### config.mk
export PLATFORM = sky130hd
export DESIGN_NAME = dds_phase
export DESIGN_NICKNAME = d
export VERILOG_FILES = /design/src/design/dds_pkg.sv /design/src/design/dds_phase.sv
export SDC_FILE = /design/constraint.sdc
export NUM_CORES = 1
export LEC_CHECK = 0
export BUFFER_PORTS_ARGS = -buffer_cell sky130_fd_sc_hd__buf_2
export CAP_MARGIN = 25
export CELL_PAD_IN_SITES_DETAIL_PLACEMENT = 1
export CELL_PAD_IN_SITES_GLOBAL_PLACEMENT = 1
export CORE_MARGIN = 2
export CORE_UTILIZATION = 45
export CTS_BUF_LIST = sky130_fd_sc_hd__clkbuf_4 sky130_fd_sc_hd__clkbuf_8
export CTS_CLUSTER_SIZE = 12
export DETAILED_ROUTE_END_ITERATION = 8
export GPL_ROUTABILITY_DRIVEN = 0
export HOLD_SLACK_MARGIN = 0.15
export PLACE_DENSITY = 0.86
export SETUP_SLACK_MARGIN = 0.15
export SYNTH_ARGS = -nofsm -noshare
export SYNTH_HDL_FRONTEND = slang
export SYNTH_SLANG_ARGS = --single-unit
export TNS_END_PERCENT = 100
### constraint.sdc
create_clock -name sys_clk -period 1.75 [get_ports sys_clk]
set_clock_uncertainty 0.15 [all_clocks]
set_input_delay 0.35 -clock sys_clk [delete_from_list [all_inputs] [get_ports sys_clk]]
set_output_delay 0.35 -clock sys_clk [all_outputs]
set_load 0.005 [all_outputs]
### src/design/dds_pkg.sv
`default_nettype none

package dds_pkg;

  //////////////////////////////////////////////////////////////////////
  // widths and sizes
  //////////////////////////////////////////////////////////////////////

  localparam int phase_w     = 12;                  // phase code bits
  localparam int sample_w    = 8;                   // dac word
  localparam int wave_cnt    = 4;                   // sin, squ, tri, saw
  localparam int rom_aw      = 2 + phase_w;         // wave index on top of phase
  localparam int table_depth = 1 << phase_w;        // entries per waveform
  localparam int rom_depth   = 1 << rom_aw;         // all four tables

  //////////////////////////////////////////////////////////////////////
  // waveform selection
  //////////////////////////////////////////////////////////////////////

  // index order fixes the table order in the rom
  typedef enum logic [1:0] {
    wave_sin = 2'd0,
    wave_squ = 2'd1,
    wave_tri = 2'd2,
    wave_saw = 2'd3
  } wave_e;

  typedef logic [3:0] wave_onehot_t;                // one bit per led

  // led patterns, same bit order as the board
  localparam wave_onehot_t sel_sin = 4'b0001;
  localparam wave_onehot_t sel_squ = 4'b0010;
  localparam wave_onehot_t sel_tri = 4'b0100;
  localparam wave_onehot_t sel_saw = 4'b1000;

  //////////////////////////////////////////////////////////////////////
  // rom address and sample
  //////////////////////////////////////////////////////////////////////

  typedef struct packed {
    wave_e              wave;                       // table select, msbs
    logic [phase_w-1:0] phase;                      // position in table
  } rom_addr_s;

  // written as fields, read as one flat index
  typedef union packed {
    rom_addr_s         fields;
    logic [rom_aw-1:0] flat;
  } rom_addr_u;

  typedef logic [sample_w-1:0] sample_t;            // unsigned dac code

endpackage

`default_nettype wire
### src/design/dds_phase.sv
`default_nettype none

module dds_phase #(
  parameter logic [31:0]                 freq_ctrl  = 32'd65535,  // step per clock
  parameter logic [dds_pkg::phase_w-1:0] phase_ctrl = 12'd1024    // fixed offset
) (
  input  wire logic                  sys_clk,
  input  wire logic                  sys_rst_n,
  input  wire dds_pkg::wave_onehot_t wave_sel,     // one-hot from the key block
  output dds_pkg::rom_addr_u         rom_addr      // registered rom index
);

  import dds_pkg::*;

  logic [31:0]        phase_acc;                    // wraps freely at 2^32
  logic [phase_w-1:0] phase_code;                   // acc msbs plus offset
  wave_e              wave_idx;

  //////////////////////////////////////////////////////////////////////
  // phase accumulator
  //////////////////////////////////////////////////////////////////////

  always_ff @(posedge sys_clk or negedge sys_rst_n)
  begin
    if (!sys_rst_n)
      phase_acc <= '0;
    else
      phase_acc <= phase_acc + freq_ctrl;           // overflow is the wrap
  end

  // stage 1, offset added mod 4096
  always_ff @(posedge sys_clk or negedge sys_rst_n)
  begin
    if (!sys_rst_n)
      phase_code <= '0;
    else
      phase_code <= phase_acc[31 -: phase_w] + phase_ctrl;
  end

  //////////////////////////////////////////////////////////////////////
  // selection decode and address
  //////////////////////////////////////////////////////////////////////

  always_comb
  begin
    case (wave_sel)
      sel_sin: wave_idx = wave_sin;
      sel_squ: wave_idx = wave_squ;
      sel_tri: wave_idx = wave_tri;
      sel_saw: wave_idx = wave_saw;
      default: wave_idx = wave_sin;                 // not one-hot, fall back to sine
    endcase
  end

  // stage 2, index packed on top of the phase
  always_ff @(posedge sys_clk or negedge sys_rst_n)
  begin
    if (!sys_rst_n)
      rom_addr <= '0;
    else
    begin
      rom_addr.fields.wave  <= wave_idx;
      rom_addr.fields.phase <= phase_code;
    end
  end

endmodule

`default_nettype wire

==> impl_metrics.tcl <==
set metrics [dict create \
    run_status "complete, but fails checks" \
    violations "negative setup slack" \
    synth.area.top_cells "dfrtp_1, xnor2_1, xor2_1" \
    worstPathRequired_ns 1.85 \
    syn_area_per_cell_um2 14.0 \
    routedWlPerCell_um 24.4 \
    route.detailed.drc 0 \
    die_h_um 72.1 \
    ys_seq_elements 58 \
    finalCritPeriodShare_pct 106 \
    antenna_cells 0 \
    drt_iter0_drc 79 \
    nFillCells 395 \
    wirelength_um 6550 \
    post-route-util_pct 69.1 \
    start_util_pct 47.3 \
    cts_made_buffers 9 \
    coreArea_um2 4410 \
    syn-num-nets 156 \
    worst_hold_slack_ns 0.176 \
    clk_pin_slew_ns 0.07 \
    yosysWarningCount 0 \
    layout_common_cells "dfrtp_1, buf_4, buf_2, xor2_1" \
    h-tree-depth 3 \
    first_global_vias 1553 \
    ir_drop_mv 0.577 \
    finalSetupViolations 21 \
    fmax_ghz 0.539 \
    cts_root_buf "clkbuf_8" \
    ys_seq_area_share_pct 69.5 \
    p_total_w 0.00280 \
    clk_path_buf_depth 2 \
    insertion_delay_ns 0.34 \
    rsz0062_at_grt "yes" \
    period_minus_slack_ns 1.85 \
    yosysTopAreaCellShare_pct 69.5 \
    slew_violations 0 \
    yosysTopAreaCell "dfrtp_1" \
    synth-edff-count 0 \
    area.sequential_um2 1450 \
    antenna_found_initial 0 \
    viasPerCell 5.46 \
    finalNetCount 218 \
    criticalPathCategory "reg -> reg" \
    async_flop_share_pct 100 \
    multi_input_area_um2 907 \
    ys_types 22 \
    worstPathArrival_ns 1.96 \
    grt_pass1_wl_um 7910 \
    rows 24 \
    dieArea_um2 5200 \
    port_buffers 19 \
    dp_hpwl_um 2930 \
    synth_area_um2 2090 \
    io_pins 20 \
    r2r_cells 6 \
    area_delta_synth_final_pct 46.1 \
    syn_inst 149 \
    hp-class "in -> reg" \
    cap_violations 0 \
    finalHoldViolCount 0 \
    fin_ws_ns -0.104 \
    place_inst 233 \
    drtPass1Iterations 4 \
    grt_usage_pct 21.5 \
    synth_ff_type "dfrtp_1" \
    num_vias 1463 \
    cts_tree "built" \
    antenna_left 0 \
    worst_setup_path_end_kind "register" \
    fin_cells 268 \
    grt_remaining_overflow 0 \
    crit_fanout 3 \
    drive_gt1_share_pct 48.1 \
    layout_commonest_cell "dfrtp_1" \
    tightest_slew_ns 0.443 \
    powerDensity_nw_per_um2 916 \
    grt_max_degree 30 \
    numClockSinks 58 \
    relSlewSlack_pct 70.5 \
    start_kind "register" \
    holdPathStages 3 \
    leakagePower_nw 1.47 \
    fp.dieW_um 72.1 \
]
[cells in the mapped netlist (2+ instances only)]
| cell type | count |
|---|---|
| dfrtp_1 | 58 |
| xnor2_1 | 19 |
| nand2_1 | 12 |
| xor2_1 | 11 |
| nand3_1 | 10 |
| inv_1 | 5 |
| nand4_1 | 5 |
| nor2_1 | 5 |
| nor3_1 | 5 |
| and3_1 | 3 |
| nor4_2 | 3 |
| nand4_2 | 2 |
| nor4_1 | 2 |
[registers in the layout, indices dropped and copies added (netlist names)]
signal and count:
phase_acc 32, phase_code 12, rom_addr 14
[worst max-delay path: stages, from the launching register on]
cell and delay [ns]:
dfrtp_1 0.42, buf_6 0.15, nor4_4 0.35, buf_4 0.21, nand3_4 0.09, nor3_4 0.22
xor2_1 0.18
[cells by family after synthesis]
| logic type | share of synthesized area, % |
|---|---|
| DFF | 69.5 |
| and+or+nand+nor | 15.8 |
| xor gates and xnor gates | 12.6 |
| buffers and inverters | 0.899 |
| AOI/OAI and AO/OA | 0.599 |
| adders and majority gates | 0.599 |
[where the power goes]
| part | internal [W] | switching, W |
|---|---|---|
| registers | 0.00134 | 0.000000942 |
| logic | 0.0000214 | 0.0000373 |
| clock network | 0.000851 | 0.000542 |
| total | 0.00222 | 0.000580 |
[stage by stage]
step | setup WS, ns | setup TNS, ns | area [um^2]
global route | -0.173 | -2.60 | 3050
CTS | 0.0501 | 0 | 2780
finish | -0.104 | -0.824 | 3050
detailed placement | -0.132 | -0.848 | 2380
floorplan | 0.139 | 0 | 2110
global placement | -0.00503 | -0.0114 | 2380
[final cells by class]
type / count / share of cell area, %
sequential: 58 / 47.6
clock buffer: 11 / 4.76
timing repair buffer: 51 / 12.6
multi-input combinational: 86 / 29.7
tap: 52 / 2.13
inverter: 5 / 0.615
clock inverter: 5 / 2.54
[repair_timing]
item	CTS	global route
gates resized for setup	16	39
hold endpoints to repair	47	1
setup buffers	8	7
pin swaps	10	18
hold buffers	4	1
endpoints found under the setup margin	23	27
[path summary, 6_finish.rpt]
path | end | start | slack (ns)
worst max-delay path | phase_acc[13] | phase_acc[0] | -0.10
worst min-delay path | rom_addr[12] | wave_sel[3] | 0.18
worst max register to register | phase_acc[13] | phase_acc[0] | -0.10
worst min register to register | rom_addr[0] | phase_code[0] | 0.20
max in group asynchronous | phase_acc[28] | sys_rst_n | 0.55
min in group asynchronous | phase_acc[2] | sys_rst_n | 0.35
[routing by layer]
layer	GRT usage, %	routed length [um]
met5	0	0
met4	7.34	363
met3	8.75	237
met2	40.2	3780
met1	21.2	2170
(Power assumes the default switching activity.)
