$ cat src/design/dds_pkg.sv
`default_nettype none

package dds_pkg;

  //////////////////////////////////////////////////////////////////////
  // widths and sizes
  //////////////////////////////////////////////////////////////////////

  localparam int phase_w     = 12;                  // phase code bits
  localparam int sample_w    = 8;                   // dac word
  localparam int wave_cnt    = 4;                   // sin, squ, tri, saw
  localparam int rom_aw      = 2 + phase_w;         // wave index on top of phase
  localparam int table_depth = 1 << phase_w;        // entries per waveform
  localparam int rom_depth   = 1 << rom_aw;         // all four tables

  //////////////////////////////////////////////////////////////////////
  // waveform selection
  //////////////////////////////////////////////////////////////////////

  // index order fixes the table order in the rom
  typedef enum logic [1:0] {
    wave_sin = 2'd0,
    wave_squ = 2'd1,
    wave_tri = 2'd2,
    wave_saw = 2'd3
  } wave_e;

  typedef logic [3:0] wave_onehot_t;                // one bit per led

  // led patterns, same bit order as the board
  localparam wave_onehot_t sel_sin = 4'b0001;
  localparam wave_onehot_t sel_squ = 4'b0010;
  localparam wave_onehot_t sel_tri = 4'b0100;
  localparam wave_onehot_t sel_saw = 4'b1000;

  //////////////////////////////////////////////////////////////////////
  // rom address and sample
  //////////////////////////////////////////////////////////////////////

  typedef struct packed {
    wave_e              wave;                       // table select, msbs
    logic [phase_w-1:0] phase;                      // position in table
  } rom_addr_s;

  // written as fields, read as one flat index
  typedef union packed {
    rom_addr_s         fields;
    logic [rom_aw-1:0] flat;
  } rom_addr_u;

  typedef logic [sample_w-1:0] sample_t;            // unsigned dac code

endpackage

`default_nettype wire
$ cat src/design/key_wave_sel.sv
`default_nettype none

module key_wave_sel #(
  parameter int debounce_cycles = 50000             // cycles a new level must hold
) (
  input  wire logic            sys_clk,
  input  wire logic            sys_rst_n,
  input  wire logic            key_n,              // raw button, active low
  output dds_pkg::wave_onehot_t wave_sel           // current waveform, to leds
);

  import dds_pkg::*;

  // counter never passes debounce_cycles - 1
  localparam int               cnt_w    = $clog2(debounce_cycles + 1);
  // sync stage 0 adds one sample, so the window closes two short of the full count
  localparam logic [cnt_w-1:0] cnt_last = cnt_w'(debounce_cycles - 2);

  logic [1:0]       key_sync;                       // [0] first flop, [1] safe
  logic             key_db;                         // debounced level
  logic [cnt_w-1:0] stable_cnt;                     // edges with sync[1] != key_db
  logic             accept;
  logic             key_fall;

  //////////////////////////////////////////////////////////////////////
  // synchronizer
  //////////////////////////////////////////////////////////////////////

  always_ff @(posedge sys_clk or negedge sys_rst_n)
  begin
    if (!sys_rst_n)
      key_sync <= 2'b11;                            // released
    else
      key_sync <= {key_sync[0], key_n};
  end

  //////////////////////////////////////////////////////////////////////
  // debounce
  //////////////////////////////////////////////////////////////////////

  // new level seen in both stages and held long enough
  assign accept   = (key_sync[1] != key_db) && (key_sync[0] != key_db)
                    && (stable_cnt == cnt_last);
  assign key_fall = accept && key_db;               // 1 -> 0 is a press

  always_ff @(posedge sys_clk or negedge sys_rst_n)
  begin
    if (!sys_rst_n)
    begin
      key_db     <= 1'b1;
      stable_cnt <= '0;
    end
    else if (key_sync[1] == key_db)
      stable_cnt <= '0;                             // bounce back, restart window
    else if (accept)
    begin
      key_db     <= key_sync[1];
      stable_cnt <= '0;
    end
    else
      stable_cnt <= stable_cnt + 1'b1;
  end

  // rotate left, saw wraps back to sin
  always_ff @(posedge sys_clk or negedge sys_rst_n)
  begin
    if (!sys_rst_n)
      wave_sel <= sel_sin;
    else if (key_fall)
      wave_sel <= {wave_sel[2:0], wave_sel[3]};
  end

endmodule

`default_nettype wire

$ cat config.mk
export PLATFORM = sky130hd
export DESIGN_NAME = key_wave_sel
export DESIGN_NICKNAME = d
export VERILOG_FILES = /design/src/design/dds_pkg.sv /design/src/design/key_wave_sel.sv
export SDC_FILE = /design/constraint.sdc
export NUM_CORES = 1
export LEC_CHECK = 0
export ABC_AREA = 1
export BUFFER_PORTS_ARGS = -buffer_cell sky130_fd_sc_hd__buf_2
export CAP_MARGIN = 20
export CORE_MARGIN = 10
export CORE_UTILIZATION = 40
export CTS_CLUSTER_DIAMETER = 150
export DETAILED_ROUTE_END_ITERATION = 8
export GPL_ROUTABILITY_DRIVEN = 0
export PLACE_DENSITY = 0.59
export SLEW_MARGIN = 10
export SYNTH_ARGS = -nofsm -noshare
export SYNTH_HDL_FRONTEND = slang
export SYNTH_SLANG_ARGS = --single-unit
export TNS_END_PERCENT = 10
$ cat constraint.sdc
create_clock -name sys_clk -period 1.35 [get_ports sys_clk]
set_input_delay 0.135 -clock sys_clk [delete_from_list [all_inputs] [get_ports sys_clk]]
set_output_delay 0.135 -clock sys_clk [all_outputs]
set_load 0.03 [all_outputs]
==> metrics.cfg, run 1 <==
[status]
status = complete, no violations

[power]
p_comb_frac = 0.065
p_per_area_nw_per_um2 = 766
switchingPower_uw = 261
power_uw = 1100
ir_worst_vdd_v = 0.000478
p_sw_frac = 0.237
seqPwrFrac = 0.645
p_int_uw = 841
clock_power_share = 0.290
p_leak_uw = 0.000668

[yosys]
synth.ff_latch_count = 23
syn-num-nets = 161
ys.warnings.count = 0
syn_avg_cell_area_um2 = 7.76
netlist_instances = 156
synth_area_um2 = 1210
ys_types = 18
yosysSeqAreaShare = 0.479

[critical_path]
cp_top_family = simple AND/OR/NAND/NOR gates
slowest_delay_ns = 0.40
worstPathCellList = inv_1 > ha_1 > nand2_1 > nor2_1 > nand2_1 > nor2_4 > nand2_4 > nand2_4 > nor2_1
rr_startpoint = stable_cnt[0]
reg2reg_setup_slack_ns = 0.03
reg2reg_depth = 9
end_kind = flop
critPathBufInv = 1
path_max_fanout = 6
path_class = reg -> reg
start_kind = flop
slowest_stage = dfrtp_1
required_ns = 1.58
arrival_ns = 1.55
r2r-end = stable_cnt[10]

[cells_and_area]
drive_gt1_frac = 0.235
area_growth_syn_to_layout_pct = 18.8
num-fill-cells = 278
layout.cells.non_filler = 210
final_common_cell = nand2_1
fin_area_um2 = 1440
layout_common_cells = nand2_1 (45), nor2_1 (31), dfrtp_1 (18), inv_1 (13), buf_4 (11)
n_antenna_cell = 0
nNetsFinal = 185

[timing]
fin_crit_sh = 0.977
fin_crit_ns = 1.32
rsz0062_at_grt = true
setup_viol = 0
tightest_slew_ns = 0.521
slew_violations = 0
hold_viol = 0
max_freq_mhz = 758
finalSetupTns_ns = 0
fin_skew_ns = 0.00751
slew_headroom = 0.653
timing.hold.ws_ns = 0.302

[global_route]
gr-total-overflow = 0
grt_pass1_wl_um = 4230
grt_pass1_vias = 985
use_met1 = 0.117
antenna_found_initial = 0
use_met2 = 0.150
grt.total_usage = 0.0973
grt_max_degree = 24
grt_use_met3 = 0.0407
gr-max-usage-layer = met2

[clock_network]
clk-insertion-delay-late_ns = 0.32
cts_tree = done
path_clk_slew_ns = 0.13
cts_buffers = 3
root_buffer = clkbuf_4
clkSinkCount = 23
htreeDepth = 1
ctsLongestPathBuffers = 2
postCtsSetupRepairBufs = 0

[floorplan]
die_w_um = 75.0
die_y_um = 75.0
die_area_um2 = 5630
ioPinCount = 7
initial_core_util = 0.428
row_count = 19
core_um2 = 2830

[route]
drtIter0Drc = 34
wl_per_cell_um = 11.9
ant_nets = 0
vias = 1007
drc = 0
vias_per_cell = 4.80
dr.pass1.iters = 4
totalWireLength_um = 2500

[place]
dp.cells = 203
port_buffers = 6
hpwl_um = 1830
placed_area_um2 = 1350

[flow_run]
max-cap-violations = 0

[hold_path]
hp-class = in -> async

[area by class of cell]
class	count	area [um^2]	area share
clock inverter	1	5.00	0.00348
timing repair buffer	20	144	0.100
tap	31	38.8	0.0270
sequential	23	582	0.404
inverter	16	60.1	0.0417
multi-input combinational	116	587	0.408
clock buffer	3	22.5	0.0157
[synthesized netlist by cell type]
| master | n | area (um^2) |
|---|---|---|
| dfrtp_1 | 19 | 475 |
| o21bai_1 | 1 | 7.51 |
| xnor2_1 | 1 | 8.76 |
| xor2_1 | 6 | 52.6 |
| nand4_1 | 6 | 37.5 |
| ha_1 | 2 | 25.0 |
| inv_2 | 1 | 3.75 |
| buf_6 | 2 | 22.5 |
| nor3_1 | 1 | 5.00 |
| nand2_2 | 4 | 25.0 |
| nor3b_1 | 1 | 7.51 |
| nand2_1 | 46 | 173 |
| nor2_4 | 2 | 22.5 |
| nor2_1 | 33 | 124 |
| inv_1 | 15 | 56.3 |
| dfstp_2 | 4 | 105 |
| nand3_1 | 10 | 50.1 |
| o21ai_0 | 2 | 10.0 |
[sequential cells by signal, indices dropped and copies added, names as in the netlist]
| name | count |
|---|---|
| key_db | 1 |
| stable_cnt | 16 |
| wave_sel | 4 |
| key_sync | 2 |
[power by group through the flow]
stage               Combinational [uW]  Sequential (uW)  Clock (uW)
floorplan                         29.9              723           0
global placement                  61.0              723           0
detailed placement                61.9              723           0
CTS                               67.9              710         337
global route                      82.1              713         366
finish                            71.4              710         320
[routing by layer]
layer | wire length (um) | part of all wire
met1 | 1240 | 0.50
met3 | 121 | 0.048
met2 | 1100 | 0.44
met5 | 0 | 0
met4 | 42 | 0.017
[worst max path at each step]
stage / cells past startpoint / end / slack (ns) / startpoint
2_1_floorplan: 10 / stable_cnt[10] / -0.01 / stable_cnt[0]
3_3_place_gp: 9 / stable_cnt[3] / -0.009 / stable_cnt[0]
3_5_place_dp: 9 / stable_cnt[10] / -0.04 / stable_cnt[0]
4_1_cts: 9 / stable_cnt[10] / 0.002 / stable_cnt[0]
5_1_grt: 9 / wave_sel[3] / -0.09 / stable_cnt[0]
6_report: 9 / stable_cnt[10] / 0.03 / stable_cnt[0]
[per-stage QoR]
step	utilization	setup slack, ns
3_3_place_gp	0.476	-0.00890
6_report	0.509	0.0308
3_5_place_dp	0.476	-0.0371
4_1_cts	0.496	0.00180
2_1_floorplan	-	-0.0120
5_1_grt	0.509	-0.0875
[cell families after synthesis]
logic type	synth area share
adder cells (fa/ha/maj)	0.0207
XOR/XNOR	0.0506
AO/OA/AOI/OAI	0.0145
flip-flops	0.479
AND/OR/NAND/NOR	0.367
buffers and inverters	0.0682
[what timing repair did]
action / 4_1_cts / 5_1_grt
hold buffers: 2 / 0
hold endpoints to repair: 20 / 0
setup endpoints to repair: 12 / 21
gates resized for setup: 2 / 11
gates cloned: 0 / 1
pin swaps: 0 / 4
(Power assumes the default switching activity.)
==> inputs of run 2 (changes only) <==
Clock period 1.35 ns to 1.14 ns, I/O delays scaled along.
==> run 2 against run 1 <==
The flow now finishes with violations (negative setup slack). Worst setup slack got worse by 0.22 ns. Power rose by 19%. Wire length up 10%. Fmax is 0.76% lower. Sequential power rose by 18%. Core utilization up 5.0 points. Die area stayed put. Non-clock buffer count increased by 17. Largest cell class unchanged. Highest routed layer unchanged.
==> metrics.cfg, run 2 (synthesis gave the netlist of run 1 again) <==
[status]
status = finished, violations left
failed_checks = negative setup slack

[floorplan]
ioPinCount = 7  ; unchanged
die_y_um = 75.0  ; unchanged
initial_core_util = 0.428  ; unchanged
die_w_um = 75.0  ; unchanged
die_area_um2 = 5630  ; unchanged
core_um2 = 2830  ; unchanged
row_count = 19  ; unchanged

[timing]
slew_violations = 0  ; unchanged
fin_crit_sh = 1.17  ; +0.189
max_freq_mhz = 752  ; -0.76%
rsz0062_at_grt = true
fin_skew_ns = 0.00236  ; -0.00515 ns
tightest_slew_ns = 0.529  ; +0.00895 ns
fin_crit_ns = 1.33  ; +0.0101 ns
hold_viol = 0  ; unchanged
timing.hold.ws_ns = 0.294  ; -0.00854 ns
slew_headroom = 0.647  ; -0.00597
setup_viol = 21  ; +21
final.setup.worst_slack_ns = -0.189  ; -0.220 ns

[route]
wl_per_cell_um = 12.1  ; +2.0%
drtIter0Drc = 41  ; +21%
totalWireLength_um = 2760  ; +10%
dr.pass1.iters = 4  ; unchanged
ant_nets = 0  ; unchanged
drc = 0  ; unchanged
vias_per_cell = 4.82  ; +0.50%
vias = 1094  ; +8.6%

[global_route]
grt_pass1_vias = 1122  ; +14%
grt_pass1_wl_um = 4970  ; +17%
grt.total_usage = 0.112  ; +0.0145
antenna_found_initial = 0  ; unchanged
grt_max_degree = 24  ; unchanged
gr-total-overflow = 0  ; unchanged

[flow_run]
max-cap-violations = 0  ; unchanged

[cells_and_area]
regMostFlops = stable_cnt
final_common_cell = nand2_1
regArea_um2 = 581  ; -0.22%
multi_input_area_um2 = 602  ; +2.6%
fin_util = 0.559  ; +0.0504
drive_gt1_frac = 0.321  ; +0.0868
nNetsFinal = 202  ; +9.2%
layout_common_cells = nand2_1 (42), buf_4 (29), nor2_1 (28), dfrtp_1 (19), inv_1 (13)
largest_reg_flops = 16  ; unchanged
num-fill-cells = 269  ; -3.2%
top_regs = stable_cnt: 16 flops, wave_sel: 4 flops, key_sync: 2 flops
n_antenna_cell = 0  ; unchanged
area_growth_syn_to_layout_pct = 30.6
layout.cells.non_filler = 227  ; +8.1%

[place]
hpwl_um = 2020  ; +10%
dp.cells = 220  ; +8.4%
port_buffers = 6  ; unchanged
post-place-ws_ns = -0.252  ; -0.215 ns

[clock_network]
ctsLongestPathBuffers = 2  ; unchanged
cts_tree = done
clk-insertion-delay-late_ns = 0.31  ; about the same
clkSinkCount = 23  ; unchanged
cts_buffers = 3  ; unchanged
path_clk_slew_ns = 0.12  ; about the same
root_buffer = clkbuf_4
htreeDepth = 1  ; unchanged

[hold_path]
hp-class = in -> async

[power]
p_leak_uw = 0.000748  ; +12%
ir_worst_vdd_v = 0.000710  ; +48%
p_per_area_nw_per_um2 = 828  ; +8.2%

[critical_path]
path_max_fanout = 6  ; unchanged
end_kind = flop
path_class = reg -> reg
start_kind = flop
arrival_ns = 1.55  ; about the same
required_ns = 1.36  ; -0.22 ns

==> run 2: path summary, 6_finish.rpt <==
path                             startpoint              to  slack (ns)  depth (start not counted)
min in group sys_clk                  key_n     key_sync[0]        0.43                          2
worst min register to register  wave_sel[0]     wave_sel[0]        0.49                          2
worst max-delay path                 key_db  stable_cnt[15]       -0.19                          7
max in group asynchronous         sys_rst_n     wave_sel[0]        0.48                          2
worst min-delay path              sys_rst_n   stable_cnt[7]        0.29                          2
worst max register to register       key_db  stable_cnt[15]       -0.19                          7
==> run 2: area by class of cell <==
class / instances / share of cell area
well taps: 31 / 0.0245
inverters: 16 / 0.0380
repair buffers: 37 / 0.173
clock buffers: 4 / 0.0166
multi-input cells: 116 / 0.381
flip-flops and latches: 23 / 0.367
==> run 2: through the flow <==
| stage | cell area (um^2) | setup TNS (ns) | power (uW) |
|---|---|---|---|
| 4_1_cts | 1570 | -3.32 | 1330 |
| 6_report | 1580 | -2.94 | 1310 |
| 3_3_place_gp | 1480 | -3.06 | 935 |
| 5_1_grt | 1580 | -5.72 | 1390 |
| 2_1_floorplan | 1210 | -3.03 | 892 |
| 3_5_place_dp | 1480 | -3.72 | 937 |
==> run 2: critical path, stage by stage (launching register included) <==
cell and delay (ns):
dfstp_2 0.58, nand2_2 0.07, nand2_2 0.07, nand2_2 0.07, nor2_4 0.16, nand2_4 0.10
nand2_4 0.11, nor2_1 0.06
==> run 2: routing by layer <==
layer / global-route usage / wire (um)
met5: 0 / 0
met4: 0.0336 / 27
met3: 0.0355 / 126
met2: 0.176 / 1230
met1: 0.143 / 1380
==> run 2: repair_timing <==
| item | in CTS | in global routing |
|---|---|---|
| gates resized for setup | 12 | 6 |
| buffers inserted | 0 | 0 |
| hold buffers | 2 | 0 |
| cloned | 1 | 0 |
| setup endpoints to repair | 22 | 22 |
| hold endpoints to repair | 20 | 0 |
| pin swaps | 7 | 0 |
==> run 2: power by group <==
group	internal (uW)	switching, uW	total [uW]
Sequential	831	9.00	840
Combinational	38.4	56.1	94.5
Clock	137	238	375
Total	1010	304	1310
==> inputs of run 3 (changes only) <==
Settings changed: ABC_AREA 1 to default, PLACE_DENSITY 0.59 to 0.6.
==> run 3 against run 2 <==
The run still ends with negative setup slack left. Sequential power is 1% higher. Clock skew hardly changed. Power is 2.0% higher. Global-route usage is 1.2 points lower. First-iteration DRC count is 56% higher. Flip-flop and latch count stayed put. Clock-buffer cell count stayed put. Sequential share of layout area is 0.44 points lower. Cell area is 1.7% higher. Hold slack better by 0.0042 ns. Final cell count is 20% lower. Non-clock buffer count is 6 higher. Critical path type unchanged. Highest routed layer unchanged.
==> metrics.cfg, run 3 <==
[clock_network]
clk-insertion-delay-late_ns = 0.30  ; about the same
cts_buffers = 3  ; unchanged
root_buffer = clkbuf_4
htreeDepth = 1  ; unchanged
ctsLongestPathBuffers = 2  ; unchanged
cts_tree = done
path_clk_slew_ns = 0.13  ; about the same
clkSinkCount = 23  ; unchanged

[critical_path]
cp_top_family = simple AND/OR/NAND/NOR gates
slowest_delay_ns = 0.43  ; -0.15 ns
rr_startpoint = stable_cnt[0]
path_class = reg -> reg
start_kind = flop
arrival_ns = 1.82  ; +0.27 ns
slowest_stage = dfrtp_2
r2r-end = stable_cnt[14]
critPathBufInv = 1  ; +1
reg2reg_setup_slack_ns = -0.43  ; -0.24 ns
worstPathCellList = buf_6 > ha_4 > nand4_2 > or2_4 > or3_4 > a21oi_2
required_ns = 1.38  ; +0.02 ns
reg2reg_depth = 6  ; -1
path_max_fanout = 4  ; -2
end_kind = flop

[yosys]
async_flop_share = 1.00  ; unchanged
yosys.area.top_type = dfrtp_1
syn-num-nets = 110  ; -32%
ys.warnings.count = 0  ; unchanged
ys_top_cells_by_area = dfrtp_1 (43%), dfstp_2 (9.4%), xnor2_1 (8.6%)
ys_types = 30  ; +12
ys.flop_type = dfrtp_1
yosysSeqAreaShare = 0.519  ; +0.0397
synth.ff_latch_count = 23  ; unchanged
syn_avg_cell_area_um2 = 10.7  ; +37%
netlist_instances = 105  ; -33%
synth_area_um2 = 1120  ; -7.6%
yosysTopAreaCellShare = 0.425  ; +0.0325
synth.most_common_cell = dfrtp_1
synth_edf_count = 0  ; unchanged
synth_commonest_cells = dfrtp_1 (19), nor2_1 (17), xnor2_1 (11), nand2_1 (6), nor3_1 (5)

[cells_and_area]
area_growth_syn_to_layout_pct = 43.7
fin_area_um2 = 1610  ; +1.7%
fin_util = 0.593  ; +0.0342
top_regs = stable_cnt: 16 flops, wave_sel: 4 flops, key_sync: 2 flops
n_antenna_cell = 0  ; unchanged
drive_gt1_frac = 0.477  ; +0.155
largest_reg_flops = 16  ; unchanged
final_common_cell = buf_4
regMostFlops = stable_cnt
nNetsFinal = 157  ; -22%
layout_common_cells = buf_4 (30), dfrtp_1 (17), nor2_1 (16), xnor2_1 (11), buf_6 (6)

[global_route]
grt_max_degree = 24  ; unchanged
antenna_found_initial = 0  ; unchanged
gr-total-overflow = 0  ; unchanged
grt.total_usage = 0.100  ; -0.0117
grt_pass1_wl_um = 4290  ; -14%
grt_pass1_vias = 930  ; -17%

[timing]
setup_viol = 21  ; unchanged
fin_skew_ns = 0.00219  ; -0.000174 ns
slew_violations = 0  ; unchanged
tightest_slew_ns = 0.525  ; -0.00449 ns
max_freq_mhz = 636  ; -16%
hold_viol = 0  ; unchanged
slew_headroom = 0.650  ; +0.00299
final.setup.worst_slack_ns = -0.433  ; -0.244 ns
fin_crit_sh = 1.38  ; +0.214
rsz0062_at_grt = true
fin_crit_ns = 1.57  ; +0.244 ns

[floorplan]
die_y_um = 72.9  ; -2.9%
die_w_um = 72.9  ; -2.9%
ioPinCount = 7  ; unchanged
initial_core_util = 0.413  ; -0.0154
die_area_um2 = 5310  ; -5.6%
core_um2 = 2710  ; -4.2%
row_count = 19  ; unchanged

[route]
drc = 0  ; unchanged
top_layer_used = met4
wl_per_cell_um = 14.7  ; +21%
totalWireLength_um = 2670  ; -3.2%
drtIter0Drc = 64  ; +56%
ant_nets = 0  ; unchanged
dr.pass1.iters = 4  ; unchanged
wl_met3_um = 129  ; +2.4%
vias_per_cell = 4.99  ; +3.5%
vias = 908  ; -17%
wl_met2_um = 1330  ; +8.2%
wl_met1_um = 1170  ; -15%

[power]
switchingPower_uw = 314  ; +3.3%
p_per_area_nw_per_um2 = 831  ; +0.32%
clock_power_share = 0.282  ; -0.004
p_int_uw = 1020  ; +1.6%
p_leak_uw = 0.000719  ; -3.8%
ir_worst_vdd_v = 0.000491  ; -31%
seqPwrFrac = 0.637  ; -0.004
p_comb_frac = 0.081  ; +0.009
p_sw_frac = 0.235  ; +0.00309

[hold_path]
hp-class = in -> async

[status]
status = finished, violations left
failed_checks = negative setup slack

[place]
port_buffers = 6  ; unchanged
post-place-ws_ns = -0.431  ; -0.179 ns
placed_area_um2 = 1440  ; -2.5%
hpwl_um = 1880  ; -6.7%

[flow_run]
max-cap-violations = 0  ; unchanged

==> run 3: cell count changes after synthesis, sizes merged, moves of 4 or more <==
cell and delta:
a21oi +4, inv -12, mux2 +4, nand2 -44, nand3 -5, nor2 -18
nor3 +4, xnor2 +10, xor2 -4
==> run 3: cells by family (layout without fill, tap and decap cells) <==
logic type,count (synthesis),count (layout),share of synthesized area
flops,23,23,0.519
mux,4,4,0.0403
buf+inv,5,51,0.0201
simple gates,51,51,0.255
fa+ha+maj,2,2,0.0224
xor+xnor,13,13,0.102
compound gates,7,7,0.0414
==> run 3: what timing repair did <==
action	in CTS	in global routing
hold buffers	2	0
resized for setup	5	16
endpoints found under the hold margin	20	0
pin swaps	1	11
setup buffers	0	4
endpoints found under the setup margin	22	22
==> run 3: worst max-delay path by stage <==
stage                endpoint  slack (ns)  cells past startpoint          start
2_1_floorplan     wave_sel[2]       -0.36                      6  stable_cnt[0]
3_3_place_gp      wave_sel[1]       -0.37                      6  stable_cnt[0]
3_5_place_dp      wave_sel[2]       -0.43                      6  stable_cnt[0]
4_1_cts           wave_sel[2]       -0.45                      6  stable_cnt[0]
5_1_grt        stable_cnt[13]       -0.47                      6  stable_cnt[5]
6_report       stable_cnt[14]       -0.43                      6  stable_cnt[0]
==> run 3: worst reg2reg max path, stage by stage (launching register included) <==
cell and delay (ns):
dfrtp_2 0.43, buf_6 0.11, ha_4 0.12, nand4_2 0.11, or2_4 0.25, or3_4 0.36
a21oi_2 0.13
==> run 3: power by group through the flow <==
stage / sequential [uW] / combinational (uW) / clock [uW]
3_5_place_dp: 863 / 88.3 / 0
3_3_place_gp: 861 / 85.7 / 0
2_1_floorplan: 863 / 31.1 / 0
4_1_cts: 849 / 93.9 / 392
5_1_grt: 853 / 123 / 435
6_report: 851 / 109 / 376
==> run 3: per-stage QoR <==
step	total power, uW	setup TNS [ns]	cells	hold slack [ns]
after floorplan	894	-6.22	105	-0.182
after global placement	947	-6.03	172	0.112
after detailed placement	951	-6.88	172	0.124
after CTS	1340	-7.28	178	0.310
after global routing	1410	-8.23	182	0.333
final	1340	-6.55	182	0.298
==> run 3: layer usage <==
| layer | GRT usage | up-vias |
|---|---|---|
| met3 | 0.0286 | 4 |
| met2 | 0.179 | 16 |
| met4 | 0.0190 | 0 |
| li1 | - | 454 |
| met5 | 0 | - |
| met1 | 0.115 | 434 |
==> run 3: cell type report <==
class	instances	area, um^2
Clock buffer	4	26.3
Multi-Input combinational cell	77	607
Tap cell	31	38.8
Inverter	4	15.0
Sequential cell	23	583
Fill cell	235	1100
Timing Repair Buffer	43	338
